### config.mk
export PLATFORM = sky130hd
export DESIGN_NAME = regSubsystemTop
export DESIGN_NICKNAME = d
export VERILOG_FILES = /design/src/rtl/regSeqPkg.sv /design/src/rtl/regCtrlIf.sv /design/src/rtl/regSubsystemTop.sv /design/src/rtl/registerFile.sv /design/src/rtl/registerSequencer.sv /design/src/rtl/opxDecoder.sv /design/src/rtl/cyclePhaseGen.sv
export SDC_FILE = /design/constraint.sdc
export NUM_CORES = 1
export LEC_CHECK = 0
export ABC_CLOCK_PERIOD_IN_PS = 9220
export BUFFER_PORTS_ARGS = -buffer_cell sky130_fd_sc_hd__buf_4
export CAP_MARGIN = 20
export CORE_ASPECT_RATIO = 0.5
export CORE_UTILIZATION = 45
export CTS_BUF_LIST = sky130_fd_sc_hd__clkbuf_2 sky130_fd_sc_hd__clkbuf_4 sky130_fd_sc_hd__clkbuf_8
export CTS_CLUSTER_SIZE = 10
export DETAILED_ROUTE_END_ITERATION = 8
export PLACE_DENSITY_LB_ADDON = 0.25
export SYNTH_ARGS = -nofsm -noshare
export SYNTH_HDL_FRONTEND = slang
export SYNTH_SLANG_ARGS = --single-unit
export TNS_END_PERCENT = 5
### constraint.sdc
create_clock -name CLK -period 9.22 [get_ports CLK]
set_input_delay 0 -clock CLK [delete_from_list [all_inputs] [get_ports CLK]]
set_output_delay 0 -clock CLK [all_outputs]
set_load 0.05 [all_outputs]
### src/rtl/regSeqPkg.sv
package regSeqPkg;

	localparam int DATA_W     = 16;                  // Register width.
	localparam int REG_ADDR_W = 3;                   // Register address width.
	localparam int REG_COUNT  = 8;                   // Registers in the file.
	localparam int INSTR_W    = 16;                  // Instruction width.
	localparam int BYTE_W     = 8;                   // One byte lane.
	localparam int IMM_W      = 8;                   // Immediate field width.

	localparam int OPC_MSB    = 15;                  // Opcode field.
	localparam int OPC_LSB    = 12;
	localparam int BYTE_BIT   = 11;                  // Set for a byte operation.
	localparam int RA_MSB     = 10;                  // Port A register.
	localparam int RA_LSB     = 8;
	localparam int RB_MSB     = 7;                   // Port B register.
	localparam int RB_LSB     = 5;
	localparam int IMM_MSB    = 7;                   // Overlaps rB, seqLdaImm only.
	localparam int IMM_LSB    = 0;

	// Byte lane enables, bit 1 selects the high lane.
	localparam logic [1:0] byteEnNone = 2'b00;
	localparam logic [1:0] byteEnLow  = 2'b01;
	localparam logic [1:0] byteEnHigh = 2'b10;
	localparam logic [1:0] byteEnBoth = 2'b11;

	typedef enum logic [3:0] {
		seqNone   = 4'd0,                            // No register cycle.
		seqRdaRdb = 4'd1,                            // Read A, read B.
		seqLdaRdb = 4'd2,                            // Load A, read B.
		seqLdaUpb = 4'd3,                            // Load A, bump B.
		seqRdaUpb = 4'd4,                            // Read A, bump B.
		seqLdaImm = 4'd5                             // Load A from immediate.
	} regSeqE;

	typedef enum logic [1:0] {
		phFetch   = 2'd0,
		phDecode  = 2'd1,
		phExecute = 2'd2,
		phCommit  = 2'd3
	} phaseE;

endpackage
### src/rtl/regCtrlIf.sv
interface regCtrlIf;

	logic [1:0] regaByteEn;                          // Lanes written on port A.
	logic       regaEn;                              // Port A read enable.
	logic       regaWen;                             // Port A load in COMMIT.
	logic       regbEn;                              // Port B read enable.
	logic       regbWen;                             // Port B bump in COMMIT.

	modport seq (
		output regaByteEn,
		output regaEn,
		output regaWen,
		output regbEn,
		output regbWen
	);

	modport rf (
		input regaByteEn,
		input regaEn,
		input regaWen,
		input regbEn,
		input regbWen
	);

endinterface

### src/rtl/regSubsystemTop.sv
module regSubsystemTop (
	input  logic                           CLK,
	input  logic                           RESET,
	input  logic [regSeqPkg::INSTR_W-1:0]  instr,
	input  logic [regSeqPkg::DATA_W-1:0]   loadData,
	output logic                           fetch,
	output logic [regSeqPkg::DATA_W-1:0]   regAData,
	output logic [regSeqPkg::DATA_W-1:0]   regBData,
	output logic                           regaWen,
	output logic                           regbWen
);

	logic                              decode;       // Phase strobes.
	logic                              execute;
	logic                              commit;
	regSeqPkg::regSeqE                 regSeq;
	logic                              byteOp;
	logic [regSeqPkg::REG_ADDR_W-1:0]  addrA;
	logic [regSeqPkg::REG_ADDR_W-1:0]  addrB;
	logic [regSeqPkg::IMM_W-1:0]       imm;
	logic                              immSel;       // Port A takes the immediate.

	regCtrlIf ctrl ();

	cyclePhaseGen cyclePhaseGen_i (
		.CLK(CLK), .RESET(RESET),
		.fetch(fetch), .decode(decode), .execute(execute), .commit(commit)
	);

	opxDecoder opxDecoder_i (
		.CLK(CLK), .RESET(RESET), .decode(decode), .instr(instr),
		.regSeq(regSeq), .byteOp(byteOp), .addrA(addrA), .addrB(addrB), .imm(imm)
	);

	registerSequencer registerSequencer_i (
		.CLK(CLK), .RESET(RESET),
		.decode(decode), .execute(execute), .commit(commit),
		.regSeq(regSeq), .byteOp(byteOp), .A0(regBData[0]), .ctrl(ctrl.seq)
	);

	assign immSel = (regSeq == regSeqPkg::seqLdaImm);

	registerFile registerFile_i (
		.CLK(CLK), .RESET(RESET), .ctrl(ctrl.rf),
		.addrA(addrA), .addrB(addrB), .loadData(loadData), .imm(imm),
		.immSel(immSel), .byteOp(byteOp), .regAData(regAData), .regBData(regBData)
	);

	always_comb begin
		regaWen = ctrl.regaWen;                        // Write strobes seen from outside.
		regbWen = ctrl.regbWen;
	end

endmodule

### src/rtl/registerFile.sv
module registerFile (
	input  logic                              CLK,
	input  logic                              RESET,
	regCtrlIf.rf                              ctrl,
	input  logic [regSeqPkg::REG_ADDR_W-1:0]  addrA,
	input  logic [regSeqPkg::REG_ADDR_W-1:0]  addrB,
	input  logic [regSeqPkg::DATA_W-1:0]      loadData,
	input  logic [regSeqPkg::IMM_W-1:0]       imm,
	input  logic                              immSel,
	input  logic                              byteOp,
	output logic [regSeqPkg::DATA_W-1:0]      regAData,
	output logic [regSeqPkg::DATA_W-1:0]      regBData
);

	logic [regSeqPkg::DATA_W-1:0] regs [regSeqPkg::REG_COUNT];
	logic [regSeqPkg::DATA_W-1:0] loadWord;          // Value offered to port A.
	logic [regSeqPkg::DATA_W-1:0] laneMask;          // Bits port A may change.
	logic [regSeqPkg::DATA_W-1:0] aNext;
	logic [regSeqPkg::DATA_W-1:0] incStep;           // Post-increment size.
	logic                         loadWins;          // Same register on both ports.

	assign loadWord = immSel ?
		{{(regSeqPkg::DATA_W - regSeqPkg::IMM_W){1'b0}}, imm} : loadData;
	assign laneMask = immSel ? '1 :
		{{regSeqPkg::BYTE_W{ctrl.regaByteEn[1]}}, {regSeqPkg::BYTE_W{ctrl.regaByteEn[0]}}};
	assign aNext    = (regs[addrA] & ~laneMask) | (loadWord & laneMask);
	assign incStep  = byteOp ? regSeqPkg::DATA_W'(1) : regSeqPkg::DATA_W'(2);
	assign loadWins = ctrl.regaWen && (addrA == addrB);

	// Writes land on the edge that ends COMMIT.
	always_ff @(posedge CLK or posedge RESET) begin
		if (RESET) begin
			for (int i = 0; i < regSeqPkg::REG_COUNT; i++) begin
				regs[i] <= '0;
			end
		end else begin
			if (ctrl.regbWen && !loadWins) begin
				regs[addrB] <= regs[addrB] + incStep;      // Wraps modulo 2**16.
			end
			if (ctrl.regaWen) begin
				regs[addrA] <= aNext;
			end
		end
	end

	assign regAData = ctrl.regaEn ? regs[addrA] : '0;  // Zero outside the window.
	assign regBData = ctrl.regbEn ? regs[addrB] : '0;

	bumpAfterRead: assert property (@(posedge CLK) disable iff (RESET)
		ctrl.regbWen |-> ctrl.regbEn && $past(ctrl.regbEn));

endmodule

### src/rtl/registerSequencer.sv
module registerSequencer (
	input  logic              CLK,
	input  logic              RESET,
	input  logic              decode,
	input  logic              execute,
	input  logic              commit,
	input  regSeqPkg::regSeqE regSeq,
	input  logic              byteOp,
	input  logic              A0,
	regCtrlIf.seq             ctrl
);

	logic       aEnNext;                             // Decoded controls for regSeq.
	logic       bEnNext;
	logic       aWenNext;
	logic       bWenNext;
	logic [1:0] byteEnNext;

	always_comb begin
		aEnNext  = 1'b0;
		bEnNext  = 1'b0;
		aWenNext = 1'b0;
		bWenNext = 1'b0;
		case (regSeq)
			regSeqPkg::seqRdaRdb: begin
				aEnNext = 1'b1;
				bEnNext = 1'b1;
			end
			regSeqPkg::seqLdaRdb: begin
				aEnNext  = 1'b1;
				bEnNext  = 1'b1;
				aWenNext = 1'b1;
			end
			regSeqPkg::seqLdaUpb: begin
				aEnNext  = 1'b1;
				bEnNext  = 1'b1;
				aWenNext = 1'b1;
				bWenNext = 1'b1;
			end
			regSeqPkg::seqRdaUpb: begin
				aEnNext  = 1'b1;
				bEnNext  = 1'b1;
				bWenNext = 1'b1;
			end
			regSeqPkg::seqLdaImm: begin
				aEnNext  = 1'b1;                           // Port B stays idle.
				aWenNext = 1'b1;
			end
			default: ;                                   // seqNone, all low.
		endcase
	end

	// Byte lane follows bit 0 of the port B register value.
	always_comb begin
		if (regSeq == regSeqPkg::seqLdaRdb || regSeq == regSeqPkg::seqLdaUpb) begin
			if (!byteOp) begin
				byteEnNext = regSeqPkg::byteEnBoth;
			end else begin
				byteEnNext = A0 ? regSeqPkg::byteEnHigh : regSeqPkg::byteEnLow;
			end
		end else if (regSeq == regSeqPkg::seqNone) begin
			byteEnNext = regSeqPkg::byteEnNone;
		end else begin
			byteEnNext = regSeqPkg::byteEnBoth;
		end
	end

	always_ff @(posedge CLK or posedge RESET) begin
		if (RESET) begin
			ctrl.regaEn     <= 1'b0;
			ctrl.regbEn     <= 1'b0;
			ctrl.regaWen    <= 1'b0;
			ctrl.regbWen    <= 1'b0;
			ctrl.regaByteEn <= regSeqPkg::byteEnNone;
		end else if (commit) begin                     // Cycle done, drop everything.
			ctrl.regaEn     <= 1'b0;
			ctrl.regbEn     <= 1'b0;
			ctrl.regaWen    <= 1'b0;
			ctrl.regbWen    <= 1'b0;
			ctrl.regaByteEn <= regSeqPkg::byteEnNone;
		end else if (execute) begin                    // Write window opens.
			ctrl.regaWen    <= aWenNext;
			ctrl.regbWen    <= bWenNext;
			ctrl.regaByteEn <= byteEnNext;               // Refresh now that A0 is read back.
		end else if (decode) begin                     // Read window opens.
			ctrl.regaEn     <= aEnNext;
			ctrl.regbEn     <= bEnNext;
			ctrl.regaByteEn <= byteEnNext;
		end
	end

	wenNeedsEn: assert property (@(posedge CLK) disable iff (RESET)
		(ctrl.regaWen |-> ctrl.regaEn) and (ctrl.regbWen |-> ctrl.regbEn));

	wenOnlyInCommit: assert property (@(posedge CLK) disable iff (RESET)
		!commit |-> !ctrl.regaWen && !ctrl.regbWen);

endmodule

### src/rtl/opxDecoder.sv
module opxDecoder (
	input  logic                                CLK,
	input  logic                                RESET,
	input  logic                                decode,
	input  logic [regSeqPkg::INSTR_W-1:0]       instr,
	output regSeqPkg::regSeqE                   regSeq,
	output logic                                byteOp,
	output logic [regSeqPkg::REG_ADDR_W-1:0]    addrA,
	output logic [regSeqPkg::REG_ADDR_W-1:0]    addrB,
	output logic [regSeqPkg::IMM_W-1:0]         imm
);

	regSeqPkg::regSeqE                     seqNow;   // Decode of the live instruction.
	regSeqPkg::regSeqE                     seqHeld;  // Captured at the end of DECODE.
	logic                                  byteHeld;
	logic [regSeqPkg::REG_ADDR_W-1:0]      addrAHeld;
	logic [regSeqPkg::REG_ADDR_W-1:0]      addrBHeld;
	logic [regSeqPkg::IMM_W-1:0]           immHeld;

	function automatic regSeqPkg::regSeqE mapOpcode(
		input logic [regSeqPkg::OPC_MSB-regSeqPkg::OPC_LSB:0] opc
	);
		regSeqPkg::regSeqE seq;
		case (opc)
			4'd1:    seq = regSeqPkg::seqRdaRdb;
			4'd2:    seq = regSeqPkg::seqLdaRdb;
			4'd3:    seq = regSeqPkg::seqLdaUpb;
			4'd4:    seq = regSeqPkg::seqRdaUpb;
			4'd5:    seq = regSeqPkg::seqLdaImm;
			default: seq = regSeqPkg::seqNone;     // Undefined codes do nothing.
		endcase
		return seq;
	endfunction

	assign seqNow = mapOpcode(instr[regSeqPkg::OPC_MSB:regSeqPkg::OPC_LSB]);

	always_ff @(posedge CLK or posedge RESET) begin
		if (RESET) begin
			seqHeld   <= regSeqPkg::seqNone;
			byteHeld  <= 1'b0;
			addrAHeld <= '0;
			addrBHeld <= '0;
			immHeld   <= '0;
		end else if (decode) begin                     // Edge that ends DECODE.
			seqHeld   <= seqNow;
			byteHeld  <= instr[regSeqPkg::BYTE_BIT];
			addrAHeld <= instr[regSeqPkg::RA_MSB:regSeqPkg::RA_LSB];
			addrBHeld <= instr[regSeqPkg::RB_MSB:regSeqPkg::RB_LSB];
			immHeld   <= instr[regSeqPkg::IMM_MSB:regSeqPkg::IMM_LSB];
		end
	end

	// During DECODE the live decode shows through, so the sequencer can
	// start its enables on the same edge that captures the fields.
	assign regSeq = decode ? seqNow : seqHeld;
	assign byteOp = decode ? instr[regSeqPkg::BYTE_BIT] : byteHeld;
	assign addrA  = decode ? instr[regSeqPkg::RA_MSB:regSeqPkg::RA_LSB] : addrAHeld;
	assign addrB  = decode ? instr[regSeqPkg::RB_MSB:regSeqPkg::RB_LSB] : addrBHeld;
	assign imm    = decode ? instr[regSeqPkg::IMM_MSB:regSeqPkg::IMM_LSB] : immHeld;

endmodule

### src/rtl/cyclePhaseGen.sv
module cyclePhaseGen (
	input  logic CLK,
	input  logic RESET,
	output logic fetch,
	output logic decode,
	output logic execute,
	output logic commit
);

	regSeqPkg::phaseE phase;                         // Current phase.
	regSeqPkg::phaseE phaseNext;

	always_comb begin
		case (phase)
			regSeqPkg::phFetch:   phaseNext = regSeqPkg::phDecode;
			regSeqPkg::phDecode:  phaseNext = regSeqPkg::phExecute;
			regSeqPkg::phExecute: phaseNext = regSeqPkg::phCommit;
			default:              phaseNext = regSeqPkg::phFetch;  // Wrap after COMMIT.
		endcase
	end

	// Strobes decode the next phase so they line up with phase itself.
	always_ff @(posedge CLK or posedge RESET) begin
		if (RESET) begin
			phase   <= regSeqPkg::phFetch;
			fetch   <= 1'b1;                             // FETCH right out of reset.
			decode  <= 1'b0;
			execute <= 1'b0;
			commit  <= 1'b0;
		end else begin
			phase   <= phaseNext;
			fetch   <= (phaseNext == regSeqPkg::phFetch);
			decode  <= (phaseNext == regSeqPkg::phDecode);
			execute <= (phaseNext == regSeqPkg::phExecute);
			commit  <= (phaseNext == regSeqPkg::phCommit);
		end
	end

	strobeOneHot: assert property (@(posedge CLK) disable iff (RESET)
		$onehot({fetch, decode, execute, commit}));

endmodule

=== Yosys cells after proc, flatten, opt, wreduce, memory -nomap -nowiden ===
Index checks and enable logic that the tools add are counted.

* Register bits after elaboration: 159
* Bits in latches: 0
* RAM bits: 0
* Memory bits (read-only): 0
* Bits of input ports: 34
* Output and inout bits: 35
* Logic and storage cells: 115
* Memories: 0

* $add $sub $neg: 1
* Multiply operators: 0
* Div/mod/pow operators: 0
* Magnitude comparators: 4
* Equality and inequality tests: 17
* Shift-type cells: 0
* Muxes and demuxes: 47
* Bitwise gates (word level): 6
* Reduce and logical (&&, ||, !) cells: 17

{| class="wikitable"
|+ Operator list
! cell !! count
|-
| 128-bit bitwise mux || 2
|-
| 128-bit two-way mux || 2
|-
| 16-bit two-way mux || 10
|-
| 16-bit binary-select mux with 3-bit select || 2
|-
| 16-bit demux with 3-bit select || 2
|-
| 16-bit AND || 2
|-
| 16-bit adder || 1
|-
| 4-bit by 2-bit == test with 1-bit output, second input constant || 4
|-
| 4-bit by 3-bit == test with 1-bit output, second input constant || 4
|-
| 2-bit two-way mux || 8
|-
| 16-bit inverter || 1
|-
| 16-bit OR || 1
|-
| 1-bit two-way mux || 15
|-
| 3-bit case mux with 5 select lines || 1
|-
| 4-bit by 1-bit == test with 1-bit output, second input constant || 2
|-
| 4-bit >= comparator, second input constant || 2
|-
| 4-bit by 1-bit less-than comparator with 1-bit output, second input constant || 2
|-
| 8-bit two-way mux || 1
|-
| 3-bit inverter with 4-bit output || 2
|-
| 2-bit == test, second input constant || 3
|-
| 3-bit two-way mux || 2
|-
| 2-bit case mux with 3 select lines || 1
|-
| 5-bit OR reduction || 1
|-
| 2-bit by 1-bit == test with 1-bit output, second input constant || 2
|-
| 14 further kinds || 19
|}

=== Logic depth before layout (Yosys ltp) ===
Gate-level depths: netlist (run 1).

* Depth after elaboration: 12
* Mapped depth: 20

=== By module ===
Synthesis (run 1) repeated with hierarchy kept, for this count alone.

* Cell total of the unflattened synthesis: 1076
* Area total of the unflattened synthesis: 10263.6 µm²

{| class="wikitable"
|+ By module, submodules not included
! module !! times used !! cells each !! area each (µm²)
|-
| registerFile || 1 || 970 || 8961.1
|-
| opxDecoder || 1 || 55 || 728.2
|-
| registerSequencer || 1 || 36 || 342.8
|-
| cyclePhaseGen || 1 || 14 || 219.0
|-
| regSubsystemTop || 1 || 1 || 12.5
|}

=== Worst setup path before layout (run 1) ===
No wires, ideal clock.

* Path kind: reg2reg
* From: reg cyclePhaseGen_i.decode
* To: reg registerFile_i.regs[122] (netlist bit)
* Library setup time: 151 ps
* Arrival time: 3518 ps
* Setup slack: 5551 ps
* Stages on the path, launching flop included: 17
* Path buffers: 4
* Period minus slack after synthesis: 3669 ps
* Path through: dfrtp_1 buf_4 mux2i_1 buf_2 buf_2 buf_1 o221ai_1 o21ai_0 o211ai_1 inv_1 ha_1 inv_1 fa_1 nor3_2 a21oi_1 a41oi_1 o221ai_1

* Word-level cells in the longest chain between the ends: 10
* Elaborated cells on any way between the ends: 39
* Classes of those cells: 1 x add/sub; 4 x order compare; 2 x eq/ne; 21 x mux; 6 x bitwise; 5 x reduce/logical

{| class="wikitable"
|+ Ends and longest elaborated chain
! what !! line !! text
|-
| start, declared || cyclePhaseGen.sv:5 || <nowiki>output logic decode,</nowiki>
|-
| start signal, assigned || cyclePhaseGen.sv:33 || <nowiki>decode <= (phaseNext == regSeqPkg::phDecode);</nowiki>
|-
| 3-bit two-way mux || opxDecoder.sv:58 || <nowiki>assign addrB = decode ? instr[regSeqPkg::RB_MSB:regSeqPkg::RB_LSB] : addrBHeld;</nowiki>
|-
| 3-bit inverter with 4-bit output (not written as such) || registerFile.sv:38 || <nowiki>regs[addrB] <= regs[addrB] + incStep;</nowiki>
|-
| 16-bit binary-select mux with 3-bit select, or another cell as far along || registerFile.sv:38 ||
|-
| 16-bit two-way mux (not written as such) / 1-bit logical AND (equally long branches) || registerFile.sv:38 ||
|-
| 16-bit two-way mux (not written as such) || registerFile.sv:38 ||
|-
| 16-bit adder / 16-bit demux with 3-bit select (equally long branches) || registerFile.sv:38 ||
|-
| 128-bit bitwise mux || registerFile.sv:38 ||
|-
| 128-bit two-way mux || registerFile.sv:37 || <nowiki>if (ctrl.regbWen && !loadWins) begin</nowiki>
|-
| 128-bit bitwise mux || registerFile.sv:41 || <nowiki>regs[addrA] <= aNext;</nowiki>
|-
| 128-bit two-way mux (*) || registerFile.sv:40 || <nowiki>if (ctrl.regaWen) begin</nowiki>
|-
| end signal, assigned by index || registerFile.sv:38 ||
|-
| end signal, assigned by index || registerFile.sv:41 ||
|-
| end, declared || registerFile.sv:15 || <nowiki>logic [regSeqPkg::DATA_W-1:0] regs [regSeqPkg::REG_COUNT];</nowiki>
|}

Mark *: on every way between the ends. The rest lies on a longest branch, timed or not. The select of a mux whose other input is x is not followed.
A chain may end at the register's enable or synchronous reset.

=== Worst setup path after layout (run 1) ===
* From: reg cyclePhaseGen_i.decode
* To: reg registerFile_i.regs[15] (netlist bit)

Same word-level chain as after synthesis.

==> reports/results.txt, run 1 <==
Status: complete, no violations
Fmax: 207 MHz
Fraction of layout instances using a drive strength above 1: 0.148
Hold Crit Endpoint: opxDecoder_i.byteHeld
Ys Warns: 0
Mux cell area share after synthesis: 0.0970
Final worst setup slack: 4.38 ns
Worst reg2reg path depth: 15
Largest net degree at the start of global routing: 92
R2R Path End: registerFile_i.regs[15]
P&R area growth vs syn: 13.6%
Gr usage total: 0.353
Reg-to-Reg Start: cyclePhaseGen_i.decode
Vias in the first global route: 9831
Largest family of logic cells by synthesized area: simple AND/OR/NAND/NOR gates
Worst min path class: in -> reg
Final worst path period need: 4.84 ns
Top cell type's share of synthesized area: 0.385
Post-synth EDFFs: 0
Compound-Gate Fraction of Synth Area: 0.205
Largest cells by area after synthesis: dfrtp_1 (39%), nand2_1 (8.2%), mux2i_1 (6.2%), nand3_1 (3.9%), a21oi_1 (3.1%)
# diodes: 0
Post-synth top cells: nand2_1 (225), dfrtp_1 (158), nand3_1 (80)
Routed vias/inst: 6.73
CTS tree: built
CTS sink count: 159
Crit start category: flop
Final WL: 41100 µm
GPL Wtd Cong: 0.983
Root buf cell: clkbuf_8
Total CTS buffers: 17
Headroom to the max-slew limit: 0.133
Skew final: 0.0151 ns
Ys async rst share: 1.00
Final TNS setup: 0 ns
Worst skew pair latency: 0.50 ns
Cell accounting for the most synthesized area: dfrtp_1
Initial Util: 0.466
Die Y: 109 µm
CP required: 9.59 ns
Cell Chain, Critical Path: buf_4, mux2i_4, buf_4, nand2_1, o21ai_0, a21oi_1, o21ai_0, inv_1, ha_1, a21o_1, nand3_1, a2111oi_4, nand4b_1, xnor2_2, o211ai_1
RSZ-0062 raised after global routing: false
CP Capture Type: flop
Seq/Total Area, Yosys: 0.388
HP Start: instr[11]
Syn Std Cell Area: 0.0103 mm²
Reg2reg setup slack: 4.38 ns
Post-CTS setup buffers: 0
Syn nets: 1259
Site row count: 38
Post-route ant nets: 0
GRT Residual Overflow: 0
Slowest stage delay, CP: 0.64 ns
Overall power: 0.00215 W
Max Cap Viol: 0
First-pass GRT wire length: 61000 µm
Critical Path AT: 5.21 ns
Syn Area/Cell: 8.42 µm²
TritonRoute pass-1 iters: 7
Htree depth: 4
Initial antenna violation count: 0
Fin crit share: 0.525
Detailed router's first-iteration violation count: 1754
Fraction of the mapped netlist area in simple logic gates: 0.231
Post-DP HPWL: 26200 µm
Die footprint: 0.0234 mm²
IO buf count: 68
Ys flop type: dfrtp_1
Worst Setup Path Type: reg -> reg
CTS clk-pin slew, worst paths: 0.09 ns
Worst hold stages: 3
Cell variety after synth: 72
Slowest stage cell, crit path: a2111oi_4
Core area: 0.0220 mm²
Most numerous cell in the Yosys netlist: nand2_1
Final nets: 1294
Max Buffers Root-to-Sink: 2
Pre-CTS setup slack: 4.54 ns
Post-synthesis instance total: 1218
Final core utilization: 0.529
Worst-margin pin slew: 1.30 ns
Max VDD drop: 0.0743 mV
DR vias: 10540
PwrDens: 184 mW/mm²
Die width: 216 µm
Final Hold Viols: 0
I/O pin cnt: 69
Final Setup Violations: 0
Residual DRC: 0
Crit path max fanout: 33
Xor/xnor share of the synthesized area: 0.0157
DR WL/cell: 26.3 µm
Post-CTS Resized: 0
Pleak: 5.08 nW
Seq cells post-synth: 159
Max Slew Vio Count: 0
Synth Area in Adders: 0.00927
## cells in the final DEF (no fill, tap or decap), types with 4 or more instances in the layout
cell type,Yosys,layout
o221ai_1,29,29
mux2_2,14,14
o211ai_1,35,35
inv_1,24,23
o21ai_0,63,63
buf_4,6,103
clkinv_2,0,5
mux2i_1,64,61
nand2_1,225,225
o21ai_1,8,8
a211oi_1,21,21
nor2b_1,19,19
nor4_1,4,4
nor3_1,36,31
dfrtp_1,158,157
bufinv_16,0,6
a21oi_1,63,63
mux4_2,5,5
a22oi_1,11,11
dlygate4sd3_1,0,14
ha_1,6,6
nand4_1,11,11
a31oi_1,20,20
xnor2_1,9,9
mux2i_4,2,6
a311oi_1,16,16
and2_1,4,4
nor3_2,3,8
a21o_1,11,11
nand3_1,80,80
and3_1,38,38
xnor2_2,4,4
nor2_1,56,56
clkbuf_8,0,18
o22ai_1,23,23
## how the worst max path moves through the flow
stage                                start  cells past startpoint                       end  slack (ns)
finish              cyclePhaseGen_i.decode                     15   registerFile_i.regs[15]        4.38
global route        cyclePhaseGen_i.decode                     15  registerFile_i.regs[127]        4.16
CTS                 cyclePhaseGen_i.decode                     15   registerFile_i.regs[15]        4.54
detailed placement  cyclePhaseGen_i.decode                     15   registerFile_i.regs[15]        4.54
global placement    cyclePhaseGen_i.decode                     14   registerFile_i.regs[31]        4.63
floorplan                            RESET                      1    cyclePhaseGen_i.commit        4.93
## worst max-delay path: cells and delay by family (launching register included)
| family | cells | cell delay (ns) |
|---|---|---|
| buffers and inverters | 3 | 0.94 |
| AO/OA/AOI/OAI | 6 | 1.48 |
| flip-flops | 1 | 0.35 |
| AND/OR/NAND/NOR | 3 | 0.83 |
| multiplexers | 1 | 0.33 |
| XOR/XNOR | 1 | 0.46 |
| adder cells (fa/ha/maj) | 1 | 0.29 |
## cell type report
class                   count  area [µm²]
fillers                  2031       10400
inverters                  28         111
flip-flops and latches    159        3980
clock inverters            12         215
clock buffers              19         255
repair buffers            117         913
well taps                 300         375
multi-input cells         930        5800
## per-layer routing
| layer | vias up | track usage | part of all wire |
|---|---|---|---|
| li1 | 4514 | - | - |
| met3 | 129 | 0.118 | 0.16 |
| met2 | 852 | 0.501 | 0.40 |
| met1 | 5045 | 0.491 | 0.40 |
| met5 | - | 0 | 0 |
| met4 | 0 | 0.146 | 0.038 |
## cell families (layout without fill, tap and decap cells)
| group | after synthesis | count (layout) |
|---|---|---|
| AO/OA/AOI/OAI | 318 | 318 |
| XOR/XNOR | 15 | 15 |
| adder cells (fa/ha/maj) | 7 | 7 |
| buffers and inverters | 129 | 176 |
| flip-flops | 159 | 159 |
| multiplexers | 88 | 88 |
| AND/OR/NAND/NOR | 502 | 502 |
## metrics by stage
stage	instances	hold slack (ns)	instance area, µm²
2_1_floorplan	1218	0.130	10300
6_report	1565	0.0580	11700
5_1_grt	1565	0.0385	11700
4_1_cts	1565	0.0236	11700
3_5_place_dp	1520	0.256	11000
3_3_place_gp	1520	0.250	11000
## power by group
part	leakage, nW	switching, W	internal, W	total (W)
clock	0.235	0.000287	0.000356	0.000643
combinational	2.83	0.000340	0.000218	0.000558
sequential	2.01	0.000122	0.000823	0.000945
total	5.08	0.000749	0.00140	0.00215
## state kept, by name (all words and copies together) (netlist names)
signal	flops
cyclePhaseGen_i.commit	1
cyclePhaseGen_i.decode	1
cyclePhaseGen_i.execute	1
cyclePhaseGen_i.fetch	1
cyclePhaseGen_i.phase	2
opxDecoder_i.addrAHeld	3
opxDecoder_i.addrBHeld	3
opxDecoder_i.byteHeld	1
opxDecoder_i.immHeld	8
opxDecoder_i.seqHeld	4
registerFile_i.regs	128
registerSequencer_i.ctrl.regaByteEn	2
registerSequencer_i.ctrl.regaEn	1
registerSequencer_i.ctrl.regaWen	1
registerSequencer_i.ctrl.regbEn	1
registerSequencer_i.ctrl.regbWen	1
## timing repair
item / in CTS / in global routing
endpoints found under the hold margin: 101 / 0
hold buffers: 14 / 0
setup endpoints to repair: 0 / 0
(Power assumes the default switching activity.)
==> inputs of run 2 (changes only) <==
--- a/config.mk
+++ b/config.mk
@@ -5,7 +5,7 @@
 export SDC_FILE = /design/constraint.sdc
 export NUM_CORES = 1
 export LEC_CHECK = 0
-export ABC_CLOCK_PERIOD_IN_PS = 9220
+export ABC_CLOCK_PERIOD_IN_PS = 5000
 export BUFFER_PORTS_ARGS = -buffer_cell sky130_fd_sc_hd__buf_4
 export CAP_MARGIN = 20
 export CORE_ASPECT_RATIO = 0.5
==> constraint.sdc (replaced) <==
create_clock -name CLK -period 5 [get_ports CLK]
set_input_delay 0 -clock CLK [delete_from_list [all_inputs] [get_ports CLK]]
set_output_delay 0 -clock CLK [all_outputs]
set_load 0.05 [all_outputs]
==> run 2 against run 1 <==
Against the previous run:
- die area unchanged
- cell area increased by 1.1%
- non-clock buffer count increased by 24
- largest power group unchanged
- clock skew increased by 0.0043 ns
- global-route usage increased by 0.37 points
- largest cell class unchanged
- wire length about the same
- via count increased by 0.41%
- total power increased by 80%
- combinational power increased by 85%
- fmax increased by 8.6%
==> reports/results.txt, run 2 (synthesized netlist as in run 1, its figures left out) <==
Status: complete, no violations
Final Setup Violations: 0 (unchanged)
Largest regs: registerFile_i.regs x128, opxDecoder_i.immHeld x8, opxDecoder_i.seqHeld x4
DR WL/cell: 25.9 µm (-1.5%)
Gr busiest metal: met2
Met3 global-route usage: 0.132 (+0.0134)
Residual DRC: 0 (unchanged)
Buf/Inv on CP: 3 (unchanged)
Htree depth: 4 (unchanged)
Cell Chain, Critical Path: mux2i_4, buf_4, nand2_1, nor3_1, a31oi_1, o211ai_1, inv_1, ha_1, inv_1, fa_1, nor3_2, nand2_1, xor2_1, o211ai_1
I/O pin cnt: 69 (unchanged)
Worst min path class: in -> reg
Overall power: 0.00387 W (+80%)
Final nets: 1318 (+1.9%)
Root buf cell: clkbuf_8
Worst hold stages: 3 (unchanged)
Commonest cells after routing, fill and taps aside: nand2_1 (225), dfrtp_1 (157), buf_4 (126)
Max Buffers Root-to-Sink: 2 (unchanged)
Worst hold margin: 0.101 ns (+0.0425 ns)
Total CTS buffers: 17 (unchanged)
Slowest stage delay, CP: 0.62 ns (-0.02 ns)
Number of stages on the worst setup path: 14 (-1)
Worst reg2reg path depth: 14 (-1)
Worst-margin pin slew: 0.955 ns (-0.345 ns)
Headroom to the max-slew limit: 0.345 (+0.212)
Fin crit share: 0.892 (+0.367)
Die width: 216 µm (unchanged)
Slowest stage cell, crit path: nor3_2
CP Capture Type: flop
Met2 Resource Use GR: 0.508 (+0.00622)
Post-route ant nets: 0 (unchanged)
Critical Path AT: 4.80 ns (-0.41 ns)
Post-CTS Resized: 0 (unchanged)
Flip-flop and latch area: 0.00398 mm² (unchanged)
Initial Util: 0.466 (unchanged)
CTS tree: built
Final WL: 41100 µm (about the same)
Worst Setup Path Type: reg -> reg
Placed inst area: 0.0112 mm² (+1.5%)
First-pass GRT wire length: 61700 µm (+1.2%)
Vias in the first global route: 9703 (-1.3%)
Initial antenna violation count: 0 (unchanged)
# diodes: 0 (unchanged)
Die footprint: 0.0234 mm² (unchanged)
Final Hold Viols: 0 (unchanged)
PwrDens: 328 mW/mm² (+78%)
IO buf count: 68 (unchanged)
Gr usage total: 0.357 (+0.00366)
TritonRoute pass-1 iters: 7 (unchanged)
Fmax: 224 MHz (+8.6%)
CP top delay family: simple AND/OR/NAND/NOR gates
Most flop-heavy register: registerFile_i.regs
CTS Hold Bufs: 14 (unchanged)
Detailed router's first-iteration violation count: 1697 (-3.2%)
Final worst setup slack: 0.541 ns (-3.84 ns)
Final TNS setup: 0 ns (unchanged)
DR vias: 10583 (+0.41%)
GPL Wtd Cong: 1.01 (+2.8%)
GRT Residual Overflow: 0 (unchanged)
Fraction of layout instances using a drive strength above 1: 0.160 (+0.0126)
Routed vias/inst: 6.66 (-1.2%)
Max VDD drop: 0.182 mV (+140%)
Worst skew pair latency: 0.50 ns (about the same)
Crit start category: flop
Skew final: 0.0193 ns (+0.00428 ns)
Site row count: 38 (unchanged)
P&R area growth vs syn: 14.8%
Post-CTS setup buffers: 0 (unchanged)
CTS sink count: 159 (unchanged)
RSZ-0062 raised after global routing: false
M1 GR Usage: 0.494 (+0.00323)
Pleak: 5.17 nW (+1.8%)
Fin area: 0.0118 mm² (+1.1%)
Pre-CTS setup slack: 0.676 ns (-3.87 ns)
Die Y: 109 µm (unchanged)
Fill count: 2004 (-1.3%)
Largest register FFs: 128 (unchanged)
Max Cap Viol: 0 (unchanged)
Commonest non-fill, non-tap cell in the layout: nand2_1
Core area: 0.0220 mm² (unchanged)
Largest net degree at the start of global routing: 80 (-13%)
Multi-input logic area: 0.00577 mm² (-0.43%)
CTS clk-pin slew, worst paths: 0.09 ns (about the same)
Crit path max fanout: 14 (-58%)
Final worst path period need: 4.46 ns (-0.383 ns)
CP required: 5.34 ns (-4.25 ns)
Post-DP HPWL: 27600 µm (+5.4%)
Max Slew Vio Count: 0 (unchanged)
[run 2: cell types whose count changed in the layout (fill, tap and decap cells not counted), sizes merged]
cell    before  now
buf        103  127
bufinv       6    3
clkbuf      19   20
inv         26   29
[run 2: area by class of cell]
cell class              instances  share of cell area
multi-input cells             930               0.490
repair buffers                141              0.0939
clock buffers                  20              0.0228
well taps                     300              0.0319
flip-flops and latches        159               0.338
inverters                      28             0.00935
clock inverters                12              0.0135
[run 2: metrics by stage]
stage	cells	util
5_1_grt	1590	0.535
6_report	1590	0.535
4_1_cts	1590	0.535
2_1_floorplan	1218	-
3_5_place_dp	1544	0.509
3_3_place_gp	1544	0.509
[run 2: path summary, 6_finish.rpt]
kind | from | slack (ns) | to
setup / recovery | cyclePhaseGen_i.decode | 0.54 | registerFile_i.regs[24]
hold / removal | instr[11] | 0.10 | opxDecoder_i.byteHeld
setup reg to reg | cyclePhaseGen_i.decode | 0.54 | registerFile_i.regs[24]
hold reg to reg | opxDecoder_i.immHeld[4] | 0.50 | opxDecoder_i.immHeld[4]
max in group asynchronous | RESET | 3.71 | registerFile_i.regs[67]
min in group asynchronous | RESET | 0.20 | registerFile_i.regs[107]
[run 2: worst register-to-register path, delay by kind of cell (launching register included)]
| kind | cells | cell delay (ns) |
|---|---|---|
| buffers and inverters | 3 | 0.42 |
| adders and majority gates | 2 | 0.70 |
| muxes | 1 | 0.25 |
| DFF | 1 | 0.54 |
| xor gates and xnor gates | 1 | 0.61 |
| AOI/OAI and AO/OA | 3 | 0.65 |
| and+or+nand+nor | 4 | 1.15 |
[run 2: routing by layer]
layer,vias to the layer above,part of all wire,routed length (µm)
met1,5106,0.41,16900
li1,4557,-,-
met5,-,0,0
met4,0,0.040,1660
met3,137,0.14,5950
met2,783,0.40,16600
[run 2: power breakdown]
part	internal (W)	switching (W)
clock	0.000529	0.000540
sequential	0.00152	0.000245
combinational	0.000408	0.000627
total	0.00245	0.00141
